--- config.mk ---
export PLATFORM = sky130hd
export DESIGN_NAME = change_logger
export DESIGN_NICKNAME = d
export VERILOG_FILES = /design/src/logic/logger_sample_pkg.sv /design/src/logic/logger_stream_pkg.sv /design/src/logic/change_framer.sv /design/src/logic/change_logger.sv /design/src/logic/packet_buffer.sv /design/src/logic/sample_fifo.sv /design/src/logic/word_serializer.sv
export VERILOG_INCLUDE_DIRS = /design/src /design/src/include
export SDC_FILE = /design/constraint.sdc
export NUM_CORES = 1
export LEC_CHECK = 0
export ABC_AREA = 1
export BUFFER_PORTS_ARGS = -buffer_cell sky130_fd_sc_hd__buf_2
export CAP_MARGIN = 15
export CORE_ASPECT_RATIO = 2
export CORE_MARGIN = 3
export CORE_UTILIZATION = 34
export DETAILED_ROUTE_END_ITERATION = 10
export SYNTH_ARGS = -nofsm -noshare
export SYNTH_HDL_FRONTEND = slang
export SYNTH_SLANG_ARGS = --single-unit
--- constraint.sdc ---
create_clock -name clock -period 5.3 [get_ports clock]
set_input_delay 1.06 -clock clock [delete_from_list [all_inputs] [get_ports clock]]
set_output_delay 1.06 -clock clock [all_outputs]
set_load 0.02 [all_outputs]
--- src/include/logger_cfg.svh ---
`ifndef LOGGER_CFG_SVH
`define LOGGER_CFG_SVH

// Change detection covers the watched bits only
`define LOGGER_SIG_WIDTH 16
`define LOGGER_IGN_WIDTH 16
`define LOGGER_WORD_WIDTH 32

// Samples per packet, last flag on the final one
`define LOGGER_PACKET_SAMPLES 8

// Storage sizes
`define LOGGER_FIFO_DEPTH 16 // sample words
`define LOGGER_PKT_DEPTH 64  // packet bytes

// Packet buffer closes a packet here even without a last
`define LOGGER_MAX_PACKET_BYTES 32

`endif

--- src/logic/logger_sample_pkg.sv ---
`include "logger_cfg.svh"

package logger_sample_pkg;

  // Companion bits above the watched bits
  typedef struct packed {
    logic [`LOGGER_IGN_WIDTH-1:0] ign;
    logic [`LOGGER_SIG_WIDTH-1:0] sig;
  } sample_fields_t;

  // Framer builds fields, serializer walks bytes
  typedef union packed {
    sample_fields_t                        fields;
    logic [`LOGGER_WORD_WIDTH/8-1:0][7:0]  bytes; // index 0 is sent first
  } sample_word_u;

  // Position of a sample inside its packet
  typedef logic [$clog2(`LOGGER_PACKET_SAMPLES)-1:0] sample_count_t;

endpackage

--- src/logic/logger_stream_pkg.sv ---
`include "logger_cfg.svh"

package logger_stream_pkg;

  typedef logic [7:0] byte_t;

  // One extra bit so a full store is distinct from an empty one
  typedef logic [$clog2(`LOGGER_FIFO_DEPTH):0] fifo_level_t;

  // Also used as packet buffer pointer width
  typedef logic [$clog2(`LOGGER_PKT_DEPTH):0] pkt_level_t;

endpackage

--- src/logic/change_framer.sv ---
`include "logger_cfg.svh"

module change_framer import logger_sample_pkg::*; (
  input  logic                         clock,
  input  logic                         reset_i,
  input  logic                         enable_i,
  input  logic [`LOGGER_SIG_WIDTH-1:0] change_i,
  input  logic [`LOGGER_IGN_WIDTH-1:0] ignore_i,
  input  logic                         sample_ready_i,
  output logic                         sample_valid_o,
  output logic                         sample_last_o,
  output sample_word_u                 sample_o
);

  localparam sample_count_t last_count = sample_count_t'(`LOGGER_PACKET_SAMPLES - 1);

  logic [`LOGGER_SIG_WIDTH-1:0] curr_q; // previous watched value
  logic [`LOGGER_IGN_WIDTH-1:0] rest_q;
  sample_count_t                count_q;
  logic                         capture;

  // A dropped change is lost for good, as the reference value moves on anyway
  assign capture = sample_ready_i && (change_i != curr_q);

  always_ff @(posedge clock) begin
    if (reset_i || !enable_i) begin
      curr_q         <= '1; // next change compares against all ones
      count_q        <= '0;
      sample_valid_o <= 1'b0;
      sample_last_o  <= 1'b0;
    end else begin
      curr_q         <= change_i;
      sample_valid_o <= capture;
      sample_last_o  <= capture && (count_q == last_count);
      if (capture) begin
        count_q <= count_q + sample_count_t'(1); // wraps after the eighth sample
      end
    end
  end

  always_ff @(posedge clock) begin
    rest_q <= ignore_i;
  end

  always_comb begin
    sample_o.fields.ign = rest_q;
    sample_o.fields.sig = curr_q;
  end

endmodule

--- src/logic/change_logger.sv ---
`include "logger_cfg.svh"

module change_logger import logger_sample_pkg::*, logger_stream_pkg::*; (
  input  logic                         clock,
  input  logic                         reset_i,
  input  logic                         enable_i,
  input  logic [`LOGGER_SIG_WIDTH-1:0] change_i,
  input  logic [`LOGGER_IGN_WIDTH-1:0] ignore_i,
  output fifo_level_t                  level_o,
  output logic                         m_tvalid_o,
  input  logic                         m_tready_i,
  output logic                         m_tlast_o,
  output byte_t                        m_tdata_o
);

  // Framer to FIFO
  logic         sample_valid;
  logic         sample_last;
  logic         sample_ready;
  sample_word_u sample_word;

  // FIFO to serializer
  logic         word_valid;
  logic         word_last;
  logic         word_ready;
  sample_word_u fifo_word;

  // Serializer to packet buffer
  logic         byte_valid;
  logic         byte_last;
  logic         byte_ready;
  byte_t        byte_data;

  change_framer u_framer (
    .clock         (clock),
    .reset_i       (reset_i),
    .enable_i      (enable_i),
    .change_i      (change_i),
    .ignore_i      (ignore_i),
    .sample_ready_i(sample_ready),
    .sample_valid_o(sample_valid),
    .sample_last_o (sample_last),
    .sample_o      (sample_word)
  );

  sample_fifo u_fifo (
    .clock     (clock),
    .reset_i   (reset_i),
    .wr_valid_i(sample_valid),
    .wr_last_i (sample_last),
    .wr_word_i (sample_word),
    .wr_ready_o(sample_ready),
    .rd_valid_o(word_valid),
    .rd_last_o (word_last),
    .rd_word_o (fifo_word),
    .rd_ready_i(word_ready),
    .level_o   (level_o)
  );

  word_serializer u_serializer (
    .clock       (clock),
    .reset_i     (reset_i),
    .word_valid_i(word_valid),
    .word_last_i (word_last),
    .word_i      (fifo_word),
    .word_ready_o(word_ready),
    .byte_valid_o(byte_valid),
    .byte_last_o (byte_last),
    .byte_o      (byte_data),
    .byte_ready_i(byte_ready)
  );

  packet_buffer u_packet (
    .clock    (clock),
    .reset_i  (reset_i),
    .s_valid_i(byte_valid),
    .s_last_i (byte_last),
    .s_data_i (byte_data),
    .s_ready_o(byte_ready),
    .m_valid_o(m_tvalid_o),
    .m_last_o (m_tlast_o),
    .m_data_o (m_tdata_o),
    .m_ready_i(m_tready_i)
  );

endmodule

--- src/logic/packet_buffer.sv ---
`include "logger_cfg.svh"

module packet_buffer import logger_stream_pkg::*; (
  input  logic  clock,
  input  logic  reset_i,
  input  logic  s_valid_i,
  input  logic  s_last_i,
  input  byte_t s_data_i,
  output logic  s_ready_o,
  output logic  m_valid_o,
  output logic  m_last_o,
  output byte_t m_data_o,
  input  logic  m_ready_i
);

  localparam int depth   = `LOGGER_PKT_DEPTH;
  localparam int abits   = $clog2(depth);
  localparam int max_len = `LOGGER_MAX_PACKET_BYTES;
  localparam int lbits   = $clog2(max_len);

  logic [$bits(byte_t):0] mem [depth]; // last flag beside each byte
  pkt_level_t             wr_ptr;
  pkt_level_t             rd_ptr;
  pkt_level_t             commit_ptr; // end of the newest complete packet
  pkt_level_t             level;
  logic [lbits-1:0]       len_q;      // bytes since the previous close
  logic                   wr_en;
  logic                   rd_en;
  logic                   at_limit;
  logic                   close;

  assign level     = wr_ptr - rd_ptr;
  assign s_ready_o = level != pkt_level_t'(depth);
  assign wr_en     = s_valid_i && s_ready_o;

  // Byte number max_len of a packet gets a last flag whatever came in
  assign at_limit = len_q == lbits'(max_len - 1);
  assign close    = wr_en && (s_last_i || at_limit);

  // Partial packets sit above the commit point and stay hidden
  assign m_valid_o = rd_ptr != commit_ptr;
  assign rd_en     = m_valid_o && m_ready_i;

  assign {m_last_o, m_data_o} = mem[rd_ptr[abits-1:0]];

  always_ff @(posedge clock) begin
    if (wr_en) begin
      mem[wr_ptr[abits-1:0]] <= {s_last_i || at_limit, s_data_i};
    end
  end

  always_ff @(posedge clock) begin
    if (reset_i) begin
      wr_ptr     <= '0;
      rd_ptr     <= '0;
      commit_ptr <= '0;
      len_q      <= '0;
    end else begin
      if (wr_en) begin
        wr_ptr <= wr_ptr + pkt_level_t'(1);
      end
      if (close) begin
        commit_ptr <= wr_ptr + pkt_level_t'(1); // include the byte just written
        len_q      <= '0;
      end else if (wr_en) begin
        len_q <= len_q + lbits'(1);
      end
      if (rd_en) begin
        rd_ptr <= rd_ptr + pkt_level_t'(1);
      end
    end
  end

endmodule

--- src/logic/sample_fifo.sv ---
`include "logger_cfg.svh"

module sample_fifo import logger_sample_pkg::*, logger_stream_pkg::*; #(
  parameter int depth = `LOGGER_FIFO_DEPTH // power of two
) (
  input  logic         clock,
  input  logic         reset_i,
  input  logic         wr_valid_i,
  input  logic         wr_last_i,
  input  sample_word_u wr_word_i,
  output logic         wr_ready_o,
  output logic         rd_valid_o,
  output logic         rd_last_o,
  output sample_word_u rd_word_o,
  input  logic         rd_ready_i,
  output fifo_level_t  level_o
);

  localparam int abits = $clog2(depth);

  logic [`LOGGER_WORD_WIDTH:0] mem [depth]; // last flag in the top bit
  logic [abits:0]              wr_ptr;
  logic [abits:0]              rd_ptr;
  logic [abits:0]              used;
  logic                        wr_en;
  logic                        load;

  assign used       = wr_ptr - rd_ptr;
  assign wr_ready_o = used != (abits + 1)'(depth);
  assign wr_en      = wr_valid_i && wr_ready_o;

  // Refill the output register when empty or being drained
  assign load = (used != '0) && (!rd_valid_o || rd_ready_i);

  assign level_o = fifo_level_t'(used + (abits + 1)'(rd_valid_o));

  always_ff @(posedge clock) begin
    if (wr_en) begin
      mem[wr_ptr[abits-1:0]] <= {wr_last_i, wr_word_i};
    end
  end

  always_ff @(posedge clock) begin
    if (reset_i) begin
      wr_ptr     <= '0;
      rd_ptr     <= '0;
      rd_valid_o <= 1'b0;
    end else begin
      if (wr_en) begin
        wr_ptr <= wr_ptr + (abits + 1)'(1);
      end
      if (load) begin
        rd_ptr     <= rd_ptr + (abits + 1)'(1);
        rd_valid_o <= 1'b1;
      end else if (rd_ready_i) begin
        rd_valid_o <= 1'b0; // drained with nothing behind it
      end
    end
  end

  always_ff @(posedge clock) begin
    if (load) begin
      {rd_last_o, rd_word_o} <= mem[rd_ptr[abits-1:0]];
    end
  end

endmodule

--- src/logic/word_serializer.sv ---
`include "logger_cfg.svh"

module word_serializer import logger_sample_pkg::*, logger_stream_pkg::*; (
  input  logic         clock,
  input  logic         reset_i,
  input  logic         word_valid_i,
  input  logic         word_last_i,
  input  sample_word_u word_i,
  output logic         word_ready_o,
  output logic         byte_valid_o,
  output logic         byte_last_o,
  output byte_t        byte_o,
  input  logic         byte_ready_i
);

  localparam int nbytes = `LOGGER_WORD_WIDTH / 8;
  localparam int ibits  = $clog2(nbytes);
  localparam logic [ibits-1:0] last_idx = ibits'(nbytes - 1);

  sample_word_u     word_q;
  logic             last_q;
  logic             full_q;
  logic [ibits-1:0] idx_q;
  logic             final_byte;
  logic             byte_done;
  logic             take_word;

  assign final_byte = idx_q == last_idx;
  assign byte_done  = full_q && byte_ready_i;

  // Next word can slide in on the same edge as the final byte leaves
  assign word_ready_o = !full_q || (byte_done && final_byte);
  assign take_word    = word_valid_i && word_ready_o;

  assign byte_valid_o = full_q;
  assign byte_o       = word_q.bytes[idx_q]; // least significant first
  assign byte_last_o  = last_q && final_byte;

  always_ff @(posedge clock) begin
    if (reset_i) begin
      full_q <= 1'b0;
      idx_q  <= '0;
    end else if (take_word) begin
      full_q <= 1'b1;
      idx_q  <= '0;
    end else if (byte_done) begin
      idx_q <= idx_q + ibits'(1);
      if (final_byte) begin
        full_q <= 1'b0;
      end
    end
  end

  always_ff @(posedge clock) begin
    if (take_word) begin
      word_q <= word_i;
      last_q <= word_last_i;
    end
  end

endmodule
Word-level counts from Yosys, hierarchy flattened

Memories as Yosys holds them, arrays and structs flattened. A register that Yosys moved wholly into a read port is not among the register bits.
Index checks and enable logic that the tools add are counted.

$add $sub $neg: 10
Magnitude comparators: 1
Eq/ne operators: 7
Multiplexer cells: 13
Reduce and logical (&&, ||, !) cells: 24

Operators by type and width:

| cell                                                       | number |
|---|---|
| binary-select mux 8 bit (select 2 bit)                     | 1 |
| != test 16 bit                                             | 1 |
| adder 5 x 1 -> 5 bit, second input constant                | 3 |
| adder 7 x 1 -> 7 bit, second input constant                | 2 |
| 2-to-1 mux 6 bit                                           | 2 |
| logical AND 1 bit                                          | 10 |
| 2-to-1 mux 1 bit                                           | 9 |
| 2-to-1 mux 8 bit                                           | 1 |
| != test 7 bit                                              | 1 |
| != test 7 bit, second input constant                       | 1 |
| subtractor 7 bit                                           | 1 |
| nonzero test 2 bit                                         | 3 |
| adder 5 x 1 -> 5 bit                                       | 1 |
| == test 5 bit, second input constant                       | 1 |
| != test 5 bit, second input constant                       | 1 |
| nonzero test 5 bit                                         | 1 |
| subtractor 5 bit                                           | 1 |
| logical OR 1 bit                                           | 4 |
| OR reduction 2 bit                                         | 2 |
| adder 3 x 1 -> 3 bit, second input constant                | 1 |
| == test 3 bit, second input constant                       | 1 |
| logical NOT 1 bit                                          | 3 |
| less-than comparator 2 x 3 -> 1 bit, second input constant | 1 |
| adder 2 x 1 -> 2 bit, second input constant                | 1 |
| other kinds (2)                                            | 2 |

Bits in registers: 110
Memory bits (writable): 1,104
Output and inout port bits: 15
Word-level logic and storage cells: 73
Memories kept: 2

Memories:

| name         | depth | width | read ports | clocked after Yosys merged registers in | write ports | line                | RTL |
|---|---|---|---|---|---|---|---|
| u_packet.mem | 64    | 9     | 1          | 1                                       | 1           | packet_buffer.sv:21 | `logic [$bits(byte_t):0] mem [depth];` |
| u_fifo.mem   | 16    | 33    | 1          | 1                                       | 1           | sample_fifo.sv:21   | `` logic [`LOGGER_WORD_WIDTH:0] mem [depth]; `` |

Longest topological paths before layout

Gate-level depths: netlist of the first run.

Word-level depth: 8
Depth in mapped cells: 16
Depth with buffers taken out: 16

Modules after synthesis

From an unflattened synthesis of the first run, not the netlist that was laid out.

Cell total of the unflattened synthesis: 4,094
Area total of the unflattened synthesis: 50,201.9 µm²

Modules (own cells, without submodules):

| module          | instances | cells an instance | area an instance (µm²) | seq. area each (µm²) |
|---|---|---|---|---|
| packet_buffer   | 1         | 2,179             | 25,035.3               | 17,937.2 |
| sample_fifo     | 1         | 1,614             | 22,345.2               | 17,066.4 |
| word_serializer | 1         | 127               | 1,521.5                | 1,051.0 |
| change_framer   | 1         | 174               | 1,300.0                | 740.7 |

Least setup slack after synthesis of the first run

OpenSTA, ideal clock, no wires.

Path kind: register to register
Start point: reg u_fifo.rd_ptr[2]
End point: mem u_fifo.mem[7][0] (netlist bit) (enable)
Library setup time: 0.464 ns
Arrival: 4.272 ns
Required time: 4.836 ns
Setup slack: 0.564 ns
Cell stages (with the launch flop): 10
Buffers on the path: 2
Period minus slack after synthesis: 4.736 ns
Cells stage by stage: dfxtp_1 > clkbuf_1 > clkinv_1 > clkbuf_1 > ha_1 > xor2_1 > nor3_1 > nand3_1 > nand2_2 > nor3_1

Word-level cells in the longest chain between the ends: 5

Ends and longest elaborated chain:

| item                                   | line              | RTL |
|---|---|---|
| start, declared                        | sample_fifo.sv:23 | `logic [abits:0] rd_ptr;` |
| start signal, assigned                 | sample_fifo.sv:53 | `rd_ptr <= rd_ptr + (abits + 1)'(1);` |
| subtractor 5 bit                       | sample_fifo.sv:28 | `assign used = wr_ptr - rd_ptr;` |
| != test 5 bit                          | sample_fifo.sv:29 | `assign wr_ready_o = used != (abits + 1)'(depth);` |
| logical AND 1 bit                      | sample_fifo.sv:30 | `assign wr_en = wr_valid_i && wr_ready_o;` |
| 2-to-1 mux 1 bit                       | sample_fifo.sv:38 | `if (wr_en) begin` |
| 2-to-1 mux 1 bit (not written as such) | sample_fifo.sv:39 | `mem[wr_ptr[abits-1:0]] <= {wr_last_i, wr_word_i};` |
| end, declared                          | sample_fifo.sv:21 |  |

No other way between the ends.

==> parameters.txt, run 1 <==
Parameter                              Value

Timing
  RSZ-0062 raised after global routing    no
  Final period utilization    84.18%
  Skew final    0.02185 ns
  Sum of negative setup slack    0 ns
  Normalized max-slew margin    24.53%
  Worst slew pin tran    1.128 ns
  Number of max-slew violations in the final report    0
  Final setup violation count    0
  Time the final worst path needs with I/O delays and setup    4.461 ns
  Final critical-path setup slack    0.8386 ns
  Final Hold Vio Count    0
  Highest clock rate    roughly 0.22 GHz

Yosys
  Fraction of synthesized area in multiplexers    0%
  Async SR Flop Fraction    0%
  Mean area per synthesized cell    between 10 and 15 um^2
  Arithmetic-cell share of the synthesized area counting full adders, half adders and majority gates    less than 1%
  Cell taking the most area after synthesis    edfxtp_1
  Synthesized instance count    3700
  XOR/XNOR share of the synthesized area    less than 1%
  Combinational family with the most area after synthesis    compound AO/OA/AOI/OAI gates
  Fraction of synthesized cell area taken by the top area cell type    71.71%
  Share of the synthesized area in compound gates (AO/OA/AOI/OAI)    11.94%
  Synthesis-stage register bit count    around 1.3k
  Count of flip-flops with a built-in enable after synthesis    1170
  Most area-consuming cells after synthesis    edfxtp_1 72%, o21ai_0 5.9%, nor2_1 5.2%, dfxtp_1 3.4%, o22ai_1 2.4%
  Sequential element share of the synthesized area    75.10%
  Summed instance area of the synthesized netlist    ~49000 um^2
  Yosys warning count    0
  Fraction of the mapped netlist area in simple logic gates    8.654%
  Number of unique standard cell types used by synthesis    36
  Main synth FF type    edfxtp_1
  Post-Synthesis Net Count    3761

Floorplanning
  Die boundary width    274.4 um
  Die Span Y    542.9 um
  Std-Cell Rows    196
  Top Ports    51
  Overall die area    between 100000 and 150000 um^2
  Starting density of the core    34.27%
  Std-Cell Core Area    approximately 140000 um^2

Job
  Number of max-cap violations    0

Pwr
  Power density over the cells    between 400 and 500 nW/um^2
  Peak supply drop    0.0004039 V
  Switching share of power    29.94%
  LEAKAGE    0.01769 uW
  Combinational fraction of design power    19.7%
  Switching power    about 7600 uW
  Share of power burned in registers    48.4%
  Pint    17800 uW
  Clock network fraction of design power    between 30% and 40%

Worst setup path
  Worst EP arrival    3.40 ns
  Crit-path most repeated cell    nand3_1
  Max Fanout on Critical Path    120
  Max stage delay on crit path    0.61 ns
  Worst-path cell with the longest stage delay    dfxtp_4
  Sort of element at the start of the critical path    register
  Worst path required time    ~4.2 ns
  Buf/Inv on CP    3
  Start-to-end type of the worst setup path    reg2out
  CP delay by family, top    compound AO/OA/AOI/OAI gates
  Worst setup EP type    primary output
  Critical path cell sequence    clkinv_2 > buf_12 > o21ai_0 > o221ai_1 > o211ai_1 > nand3_1 > nand3_1 > nand2_1 > buf_2

Clock tree
  Clock-pin slew on the worst setup and hold paths    0.07 ns
  Setup bufs post-CTS    0
  TritonCTS clock tree    built
  Clock H-tree levels    3
  Post-CTS Hold Fix Bufs    0
  Clock insertion delay at the later pin of the skew report    a little over 0.7 ns
  Clock Sink Count    1253
  Count of instances resized after the clock tree is built    0
  TritonCTS buffer count    approximately 110
  Root Buffer Master    clkbuf_16
  Maximum clock insertion buffer count    3

Detailed routing
  Residual antenna-violating net count after detailed routing    0
  Met2 wire length    just over 70000 um
  Avg Vias per Cell    5.279
  Wirelength per Cell    roughly 23 um
  Wire length after detailed routing    130400 um
  Post-route DRC violation count    0
  Uppermost routed layer    met4
  First drt pass iteration count    8
  Overall via count from detail_route    roughly 30k
  Met3 Routed Length    5604 um
  Post-route met1 wirelength    44070 um
  First-iteration detailed-routing DRC count    2715

Cells and area
  Layout cell share with drive strength beyond 1    9.868%
  Synth-to-layout area growth    12.79%
  Final Util    38.65%
  Nets@finish    3769

Run status
  Outcome    completed

GRT
  Wire length of the first global-routing pass    191800 um
  Maximum number of pins on one net before global-route repair    164
  Number of antenna violations at the first check in global routing    1
  Total congestion overflow    0
  Total track usage    17.28%
  Vias in the first global route    30.15k

Placed design
  Worst setup timing slack at the placement stage    about 1.4 ns
  # port buffers    50
  Routability Congestion    0.9058
  Dpl hpwl    around 83000 um

Min path
  Hold WC Path Type    reg2reg
[final timing paths]
check                  startpoint                      end  slack (ns)  depth (start not counted)
max reg2reg      u_fifo.rd_ptr[2]        u_fifo.mem[8][10]        1.47                         11
min reg2reg  u_fifo.rd_word_o[22]  u_serializer.word_q[22]        0.41                          0
min          u_fifo.rd_word_o[22]  u_serializer.word_q[22]        0.41                          0
max                      register             m_tdata_o[2]        0.84                          9
[flip-flops by register name (all words and copies together) (netlist names), 3 cells and up, named ones only]
signal               cells
u_packet.mem           576
u_fifo.mem             528
u_fifo.rd_word_o        32
u_serializer.word_q     32
u_framer.curr_q         16
u_framer.rest_q         16
u_packet.commit_ptr      7
u_packet.rd_ptr          7
u_packet.wr_ptr          7
u_fifo.rd_ptr            5
u_fifo.wr_ptr            5
u_packet.len_q           5
u_framer.count_q         3
[layout make-up]
| class | count | area (um^2) |
|---|---|---|
| antenna | 1 | 2.502 |
| clock inverter | 69 | 661.9 |
| clock buffer | 131 | 2999 |
| tap | 1881 | 2354 |
| inverter | 87 | 340.3 |
| multi-input combinational | 2121 | 11000 |
| sequential | 1253 | 36820 |
| fill | 13363 | 87710 |
| timing repair buffer | 139 | 1089 |
[per-stage QoR]
| step | area [um^2] | total power [uW] | cells | hold WS [ns] |
|---|---|---|---|---|
| floorplan | 49000 | 15500 | 3700 | 0.4003 |
| global placement | 51570 | 17490 | 5480 | 0.4002 |
| detailed placement | 51570 | 17550 | 5480 | 0.4045 |
| CTS | 55230 | 25630 | 5680 | 0.3857 |
| global route | 55260 | 26440 | 5682 | 0.4186 |
| finish | 55260 | 25410 | 5682 | 0.4132 |
[synthesized netlist by cell type, types with 40 or more instances]
| master | n |
|---|---|
| a21oi_1 | 40 |
| buf_2 | 47 |
| clkbuf_1 | 157 |
| dfxtp_1 | 83 |
| edfxtp_1 | 1170 |
| inv_1 | 75 |
| nand2_1 | 197 |
| nand3_1 | 127 |
| nor2_1 | 678 |
| o211ai_1 | 88 |
| o21ai_0 | 579 |
| o221ai_1 | 98 |
| o22ai_1 | 186 |
[logic make-up after synthesis]
logic type,Yosys count
AOI/OAI and AO/OA,1004
xor gates and xnor gates,36
DFF,1253
buffers and inverters,326
adders and majority gates,25
and+or+nand+nor,1056
[layer usage]
layer,global-route usage [%],vias to the layer above
li1,-,13790
met1,17.46,14901
met2,33.05,982
met3,1.785,324
met4,11.46,0
met5,0,-
[power groups by stage]
stage               Clock [uW]  Combinational, uW  Sequential, uW
detailed placement           0               5030           12500
finish                    8120               4990           12300
CTS                       8280               5050           12300
global placement             0               4990           12500
global route              8620               5490           12300
floorplan                    0               3090           12400
[cells in the final DEF, fill, tap and decap left out, types with 72 or more instances in the layout]
cell type | netlist | routed
o22ai_1 | 186 | 178
buf_4 | 12 | 76
o211ai_1 | 88 | 88
nand3_1 | 127 | 127
o21ai_0 | 579 | 579
dfxtp_1 | 83 | 77
clkbuf_16 | 0 | 116
inv_1 | 75 | 72
o221ai_1 | 98 | 98
nand2_1 | 197 | 197
edfxtp_1 | 1170 | 1170
nor2_1 | 678 | 662
No activity file was read; power rests on OpenSTA's default activity.
==> run 2, diff against run 1 <==
==> constraint.sdc (replaced) <==
create_clock -name clock -period 3.8 [get_ports clock]
set_input_delay 0.76 -clock clock [delete_from_list [all_inputs] [get_ports clock]]
set_output_delay 0.76 -clock clock [all_outputs]
set_load 0.02 [all_outputs]
==> parameters.txt, run 2 (same netlist as run 1, synthesis figures left out) <==
Parameter                              Value

Floorplanning
  Starting density of the core    34.27% (unchanged)
  Top Ports    51 (unchanged)
  Std-Cell Core Area    143000 um^2 (unchanged)
  Overall die area    149000 um^2 (unchanged)
  Die Span Y    542.9 um (unchanged)
  Die boundary width    274.4 um (unchanged)
  Std-Cell Rows    196 (unchanged)

Cells and area
  Summed area of non-filler cells in the final layout    56170 um^2 (was 55260 um^2)
  Final Util    39.28% (was 38.65%)
  Nets@finish    3811 (was 3769)
  Count of filler cells inserted in the layout    13.28k (was 13.36k)
  Leading cell type in the layout, fill and taps excluded    edfxtp_1 (unchanged)
  Number of flip-flops under the largest register name    576 (unchanged)
  Commonest cells after routing, fill and taps aside    1170 x edfxtp_1, 655 x nor2_1, 562 x o21ai_0 (was 1170 x edfxtp_1, 662 x nor2_1, 579 x o21ai_0)
  Synth-to-layout area growth    14.63% (was 12.79%)
  Layout cell share with drive strength beyond 1    11.79% (was 9.868%)

Clock tree
  TritonCTS clock tree    built (unchanged)
  Clock-pin slew on the worst setup and hold paths    0.07 ns (about the same)
  Clock insertion delay at the later pin of the skew report    0.74 ns (was 0.71 ns)
  Post-CTS Hold Fix Bufs    0 (unchanged)
  Clock H-tree levels    3 (unchanged)
  Root Buffer Master    clkbuf_16 (unchanged)
  TritonCTS buffer count    107 (was 106)
  Maximum clock insertion buffer count    3 (unchanged)
  Clock Sink Count    1253 (unchanged)

GRT
  Most used routing layer in global routing    met2 (unchanged)
  Total congestion overflow    0 (unchanged)
  GR Util met1    18.16% (was 17.46%)
  Number of antenna violations at the first check in global routing    1 (unchanged)
  Wire length of the first global-routing pass    201900 um (was 191800 um)
  Vias in the first global route    30.84k (was 30.15k)
  Grt met2 use    35.06% (was 33.05%)
  Total track usage    18.53% (was 17.28%)
  Maximum number of pins on one net before global-route repair    163 (was 164)
  Global Route met3 Usage    2.341% (was 1.785%)

Detailed routing
  Wire length after detailed routing    140200 um (was 130400 um)
  Residual antenna-violating net count after detailed routing    0 (unchanged)
  First drt pass iteration count    5 (was 8)
  Wirelength per Cell    24.50 um (was 22.96 um)
  First-iteration detailed-routing DRC count    2500 (was 2715)
  Post-route DRC violation count    0 (unchanged)
  Avg Vias per Cell    5.349 (was 5.279)
  Overall via count from detail_route    30.62k (was 30.00k)

Timing
  Normalized max-slew margin    32.27% (was 24.53%)
  Final Hold Vio Count    0 (unchanged)
  Skew final    0.03010 ns (was 0.02185 ns)
  Time the final worst path needs with I/O delays and setup    3.836 ns
  Number of max-slew violations in the final report    0 (unchanged)
  Highest clock rate    0.2607 GHz
  Final critical-path setup slack    -0.03641 ns (was 0.8386 ns)
  RSZ-0062 raised after global routing    yes (was no)
  Final period utilization    101.0%
  Final setup violation count    2 (was 0)
  Worst slew pin tran    1.016 ns (was 1.128 ns)

Worst setup path
  Max Fanout on Critical Path    6 (was 120)
  Buf/Inv on CP    3 (unchanged)
  Critical path cell sequence    buf_12 > buf_4 > o21ai_0 > o22ai_1 > o211ai_1 > nand3_1 > nand3_1 > nand2_1 > buf_2 (was clkinv_2 > buf_12 > o21ai_0 > o221ai_1 > o211ai_1 > nand3_1 > nand3_1 > nand2_1 > buf_2)
  CP delay by family, top    compound AO/OA/AOI/OAI gates (unchanged)
  Start-to-end type of the worst setup path    reg2out (unchanged)
  Worst setup EP type    primary output (unchanged)
  Sort of element at the start of the critical path    register (unchanged)
  Crit-path most repeated cell    nand3_1 (unchanged)
  Worst-path cell with the longest stage delay    dfxtp_4 (unchanged)
  Worst path required time    3.04 ns (was 4.24 ns)
  Max stage delay on crit path    0.43 ns (was 0.61 ns)
  Worst EP arrival    3.08 ns (was 3.40 ns)

Run status
  Outcome    finished, violations left (was completed)
  Failing checks    setup timing

Pwr
  Power density over the cells    642.9 nW/um^2 (was 459.7 nW/um^2)
  Peak supply drop    0.0006977 V (was 0.0004039 V)
  Total Power    36110 uW (was 25410 uW)
  LEAKAGE    0.01805 uW (was 0.01769 uW)

Placed design
  Cell area after placement    51990 um^2 (was 51570 um^2)
  Dpl hpwl    87730 um (was 83260 um)
  # port buffers    50 (unchanged)
  Routability Congestion    0.9582 (was 0.9058)

Job
  Number of max-cap violations    0 (unchanged)

Min path
  Hold WC Path Type    in2reg (was reg2reg)
run 2: cell types whose count changed in the layout (fill, tap and decap cells not counted), sizes merged:
cell      change
buf          +38
clkinvlp      +9
clkinv       -20
inv           +5
bufinv        +1
clkbuf       +10
run 2: through the flow:
stage	hold slack [ns]	setup TNS [ns]	worst slack [ns]	instances
floorplan	0.4003	-89.21	-0.2379	3700
global placement	0.4026	0	0.2452	5511
detailed placement	0.4045	0	0.2332	5511
CTS	0.09245	0	0.004710	5721
global route	0.1191	-0.1769	-0.08131	5725
finish	0.1398	-0.05267	-0.03641	5725
run 2: layout make-up:
class                           count  area, um^2  share of cell area [%]
Sequential cell                  1253       36820                   65.55
Multi-Input combinational cell   2121       11170                   19.89
Clock buffer                      139        2909                   5.179
Tap cell                         1881        2354                   4.190
Timing Repair Buffer              179        1758                   3.130
Clock inverter                     63       784.5                   1.397
Inverter                           87       362.8                  0.6460
Timing Repair inverter              1       11.26                 0.02005
Antenna cell                        1       2.502                0.004455
run 2: report_power, final:
group	leakage [uW]	switching, uW	internal, uW
clock	0.00176	5100	6320
sequential	0.0114	335	16700
combinational	0.00489	5700	1900
run 2: worst paths after layout:
kind | start | end | slack [ns] | depth (start not counted)
hold / removal | ignore_i[5] | u_framer.rest_q[5] | 0.14 | 1
setup reg to reg | u_packet.rd_ptr[3] | u_packet.mem[43][5] | 0.20 | 11
setup / recovery | register | m_tdata_o[3] | -0.04 | 9
hold reg to reg | u_fifo.rd_word_o[3] | u_serializer.word_q[3] | 0.42 | 0
run 2: repair_timing:
action | CTS | global route
setup endpoints to repair | 9 | 66
pin swaps | 1 | 12
buffers inserted | 6 | 2
cloned | 2 | 2
gates resized for setup | 30 | 56
run 2: routing by layer:
| metal | wire length [um] | vias to the layer above | share of wire (%) |
|---|---|---|---|
| met2 | 77170 | 1101 | 55 |
| met1 | 46160 | 15230 | 33 |
| met5 | 0 | - | 0 |
| li1 | - | 13881 | - |
| met3 | 5993 | 412 | 4.3 |
| met4 | 10910 | 0 | 7.8 |
==> run 3, diff against run 2 <==
--- a/config.mk
+++ b/config.mk
@@ -13,6 +13,8 @@
 export CORE_MARGIN = 3
 export CORE_UTILIZATION = 34
 export DETAILED_ROUTE_END_ITERATION = 10
+export PLACE_DENSITY = 0.6
+export REMOVE_ABC_BUFFERS = 1
 export SYNTH_ARGS = -nofsm -noshare
 export SYNTH_HDL_FRONTEND = slang
 export SYNTH_SLANG_ARGS = --single-unit
==> parameters.txt, run 3 (same netlist as run 1, synthesis figures left out) <==
Parameter                              Value

Run status
  Outcome    completed (was finished, violations left)

Timing
  Normalized max-slew margin    33.12% (was 32.27%)
  Final setup violation count    0 (was 2)
  Highest clock rate    0.2684 GHz (was 0.2607 GHz)
  Worst slew pin tran    1.003 ns (was 1.016 ns)
  Skew final    0.05902 ns (was 0.03010 ns)
  Number of max-slew violations in the final report    0 (unchanged)
  Time the final worst path needs with I/O delays and setup    3.726 ns (was 3.836 ns)
  Final Hold Vio Count    0 (unchanged)
  Final period utilization    98.05% (was 101.0%)

Clock tree
  Root Buffer Master    clkbuf_16 (unchanged)
  Post-CTS Hold Fix Bufs    0 (unchanged)
  Clock-pin slew on the worst setup and hold paths    0.07 ns (about the same)
  TritonCTS clock tree    built (unchanged)
  Clock Sink Count    1253 (unchanged)
  Maximum clock insertion buffer count    3 (unchanged)
  Clock insertion delay at the later pin of the skew report    0.70 ns (was 0.74 ns)
  TritonCTS buffer count    104 (was 107)
  Clock H-tree levels    3 (unchanged)

Worst setup path
  Worst path required time    3.04 ns (about the same)
  Worst setup EP type    primary output (unchanged)
  Critical path cell sequence    buf_4 > buf_16 > o21ai_0 > o221ai_1 > o211ai_1 > nand3_1 > nand3_1 > nand2_1 > buf_2 (was buf_12 > buf_4 > o21ai_0 > o22ai_1 > o211ai_1 > nand3_1 > nand3_1 > nand2_1 > buf_2)
  Sort of element at the start of the critical path    register (unchanged)
  Max stage delay on crit path    0.45 ns (was 0.43 ns)
  Start-to-end type of the worst setup path    reg2out (unchanged)
  Crit-path most repeated cell    nand3_1 (unchanged)
  Worst EP arrival    2.97 ns (was 3.08 ns)
  Max Fanout on Critical Path    69 (was 6)
  Worst-path cell with the longest stage delay    dfxtp_4 (unchanged)

Detailed routing
  Post-route DRC violation count    0 (unchanged)
  First drt pass iteration count    6 (was 5)
  Residual antenna-violating net count after detailed routing    0 (unchanged)
  First-iteration detailed-routing DRC count    2375 (was 2500)
  Wire length after detailed routing    136000 um (was 140200 um)
  Overall via count from detail_route    30.62k (about the same)
  Avg Vias per Cell    5.307 (was 5.349)
  Wirelength per Cell    23.57 um (was 24.50 um)

GRT
  Maximum number of pins on one net before global-route repair    181 (was 163)
  Total track usage    17.79% (was 18.53%)
  Vias in the first global route    30.35k (was 30.84k)
  Number of antenna violations at the first check in global routing    1 (unchanged)
  Wire length of the first global-routing pass    196300 um (was 201900 um)
  Total congestion overflow    0 (unchanged)

Cells and area
  Leading cell type in the layout, fill and taps excluded    edfxtp_1 (unchanged)
  Commonest cells after routing, fill and taps aside    1170 x edfxtp_1, 662 x nor2_1, 577 x o21ai_0 (was 1170 x edfxtp_1, 655 x nor2_1, 562 x o21ai_0)
  Nets@finish    3857 (was 3811)
  Layout cell share with drive strength beyond 1    11.84% (was 11.79%)
  Count of filler cells inserted in the layout    13.21k (was 13.28k)
  Final Util    39.28% (about the same)
  Synth-to-layout area growth    14.63% (about the same)
  Final non-filler cell total    5769 (was 5725)
  Number of flip-flops under the largest register name    576 (unchanged)

Placed design
  Dpl hpwl    83960 um (was 87730 um)
  Placed cell count    5561 (was 5511)
  # port buffers    50 (unchanged)
  Routability Congestion    0.8698 (was 0.9582)

Job
  Number of max-cap violations    0 (unchanged)

Floorplanning
  Starting density of the core    34.27% (unchanged)
  Std-Cell Core Area    143000 um^2 (unchanged)
  Overall die area    149000 um^2 (unchanged)
  Top Ports    51 (unchanged)
  Die Span Y    542.9 um (unchanged)
  Die boundary width    274.4 um (unchanged)
  Std-Cell Rows    196 (unchanged)

Pwr
  LEAKAGE    0.01822 uW (was 0.01805 uW)
  Peak supply drop    0.0005404 V (was 0.0006977 V)
  Power density over the cells    627.5 nW/um^2 (was 642.9 nW/um^2)

Min path
  Hold WC Path Type    in2reg (unchanged)
[run 3: final timing paths]
kind                                           start                 endpoint  slack [ns]  cells past startpoint
worst min-delay path                    ignore_i[10]      u_framer.rest_q[10]        0.18                      1
worst max register to register    u_packet.wr_ptr[2]      u_packet.mem[54][4]        0.62                     13
worst max-delay path                        register             m_tdata_o[3]        0.07                      9
worst min register to register  u_fifo.rd_word_o[12]  u_serializer.word_q[12]        0.42                      0
[run 3: critical path: cells and delay by family (launching register included)]
family	cells	cell delay, ns
AOI/OAI and AO/OA	3	0.75
buffers and inverters	3	0.55
and+or+nand+nor	3	0.42
DFF	1	0.45
[run 3: final cells by class]
class                   count  area, um^2  share of cell area (%)
flip-flops and latches   1253       36820                   65.55
inverters                  87       357.8                  0.6371
multi-input cells        2121       10990                   19.56
clock inverters            64       694.4                   1.236
diodes                      2       5.005                0.008911
well taps                1881        2354                   4.190
repair buffers            229        2133                   3.798
clock buffers             132        2819                   5.019
[run 3: power by group]
group	internal, uW	switching [uW]	leakage, uW	total, uW
Sequential	16800	362	0.0114	17100
Clock	6010	4990	0.00171	11000
Combinational	1800	5330	0.00512	7120
Total	24600	10700	0.0182	35200
[run 3: stage by stage]
stage               area [um^2]  worst slack (ns)  total power, uW    TNS, ns  hold slack (ns)
finish                    56160           0.07426            35240          0           0.1822
global route              56160         -0.004247            36690  -0.004247           0.1342
CTS                       55950           0.01998            35490          0           0.1169
detailed placement        52380            0.5935            24570          0           0.4056
global placement          52380            0.5700            24450          0           0.4011
floorplan                 47850            -4.886            21470   -2425.84           0.4003
[run 3: timing repair]
action                                  CTS  global route
gates resized for setup                   5            13
cloned                                    1             3
endpoints found under the setup margin    9             9
buffers inserted                          0             6
hold endpoints to repair                  0             0
pin swaps                                 1             3
[run 3: per-layer routing]
metal  track usage [%]  up-vias  routed length, um
met3             2.014      330               6082
met5                 0        -                  0
met1             17.91    15294              45450
met4             10.09        0               8404
li1                  -    13955                  -
met2             34.75     1038              76070
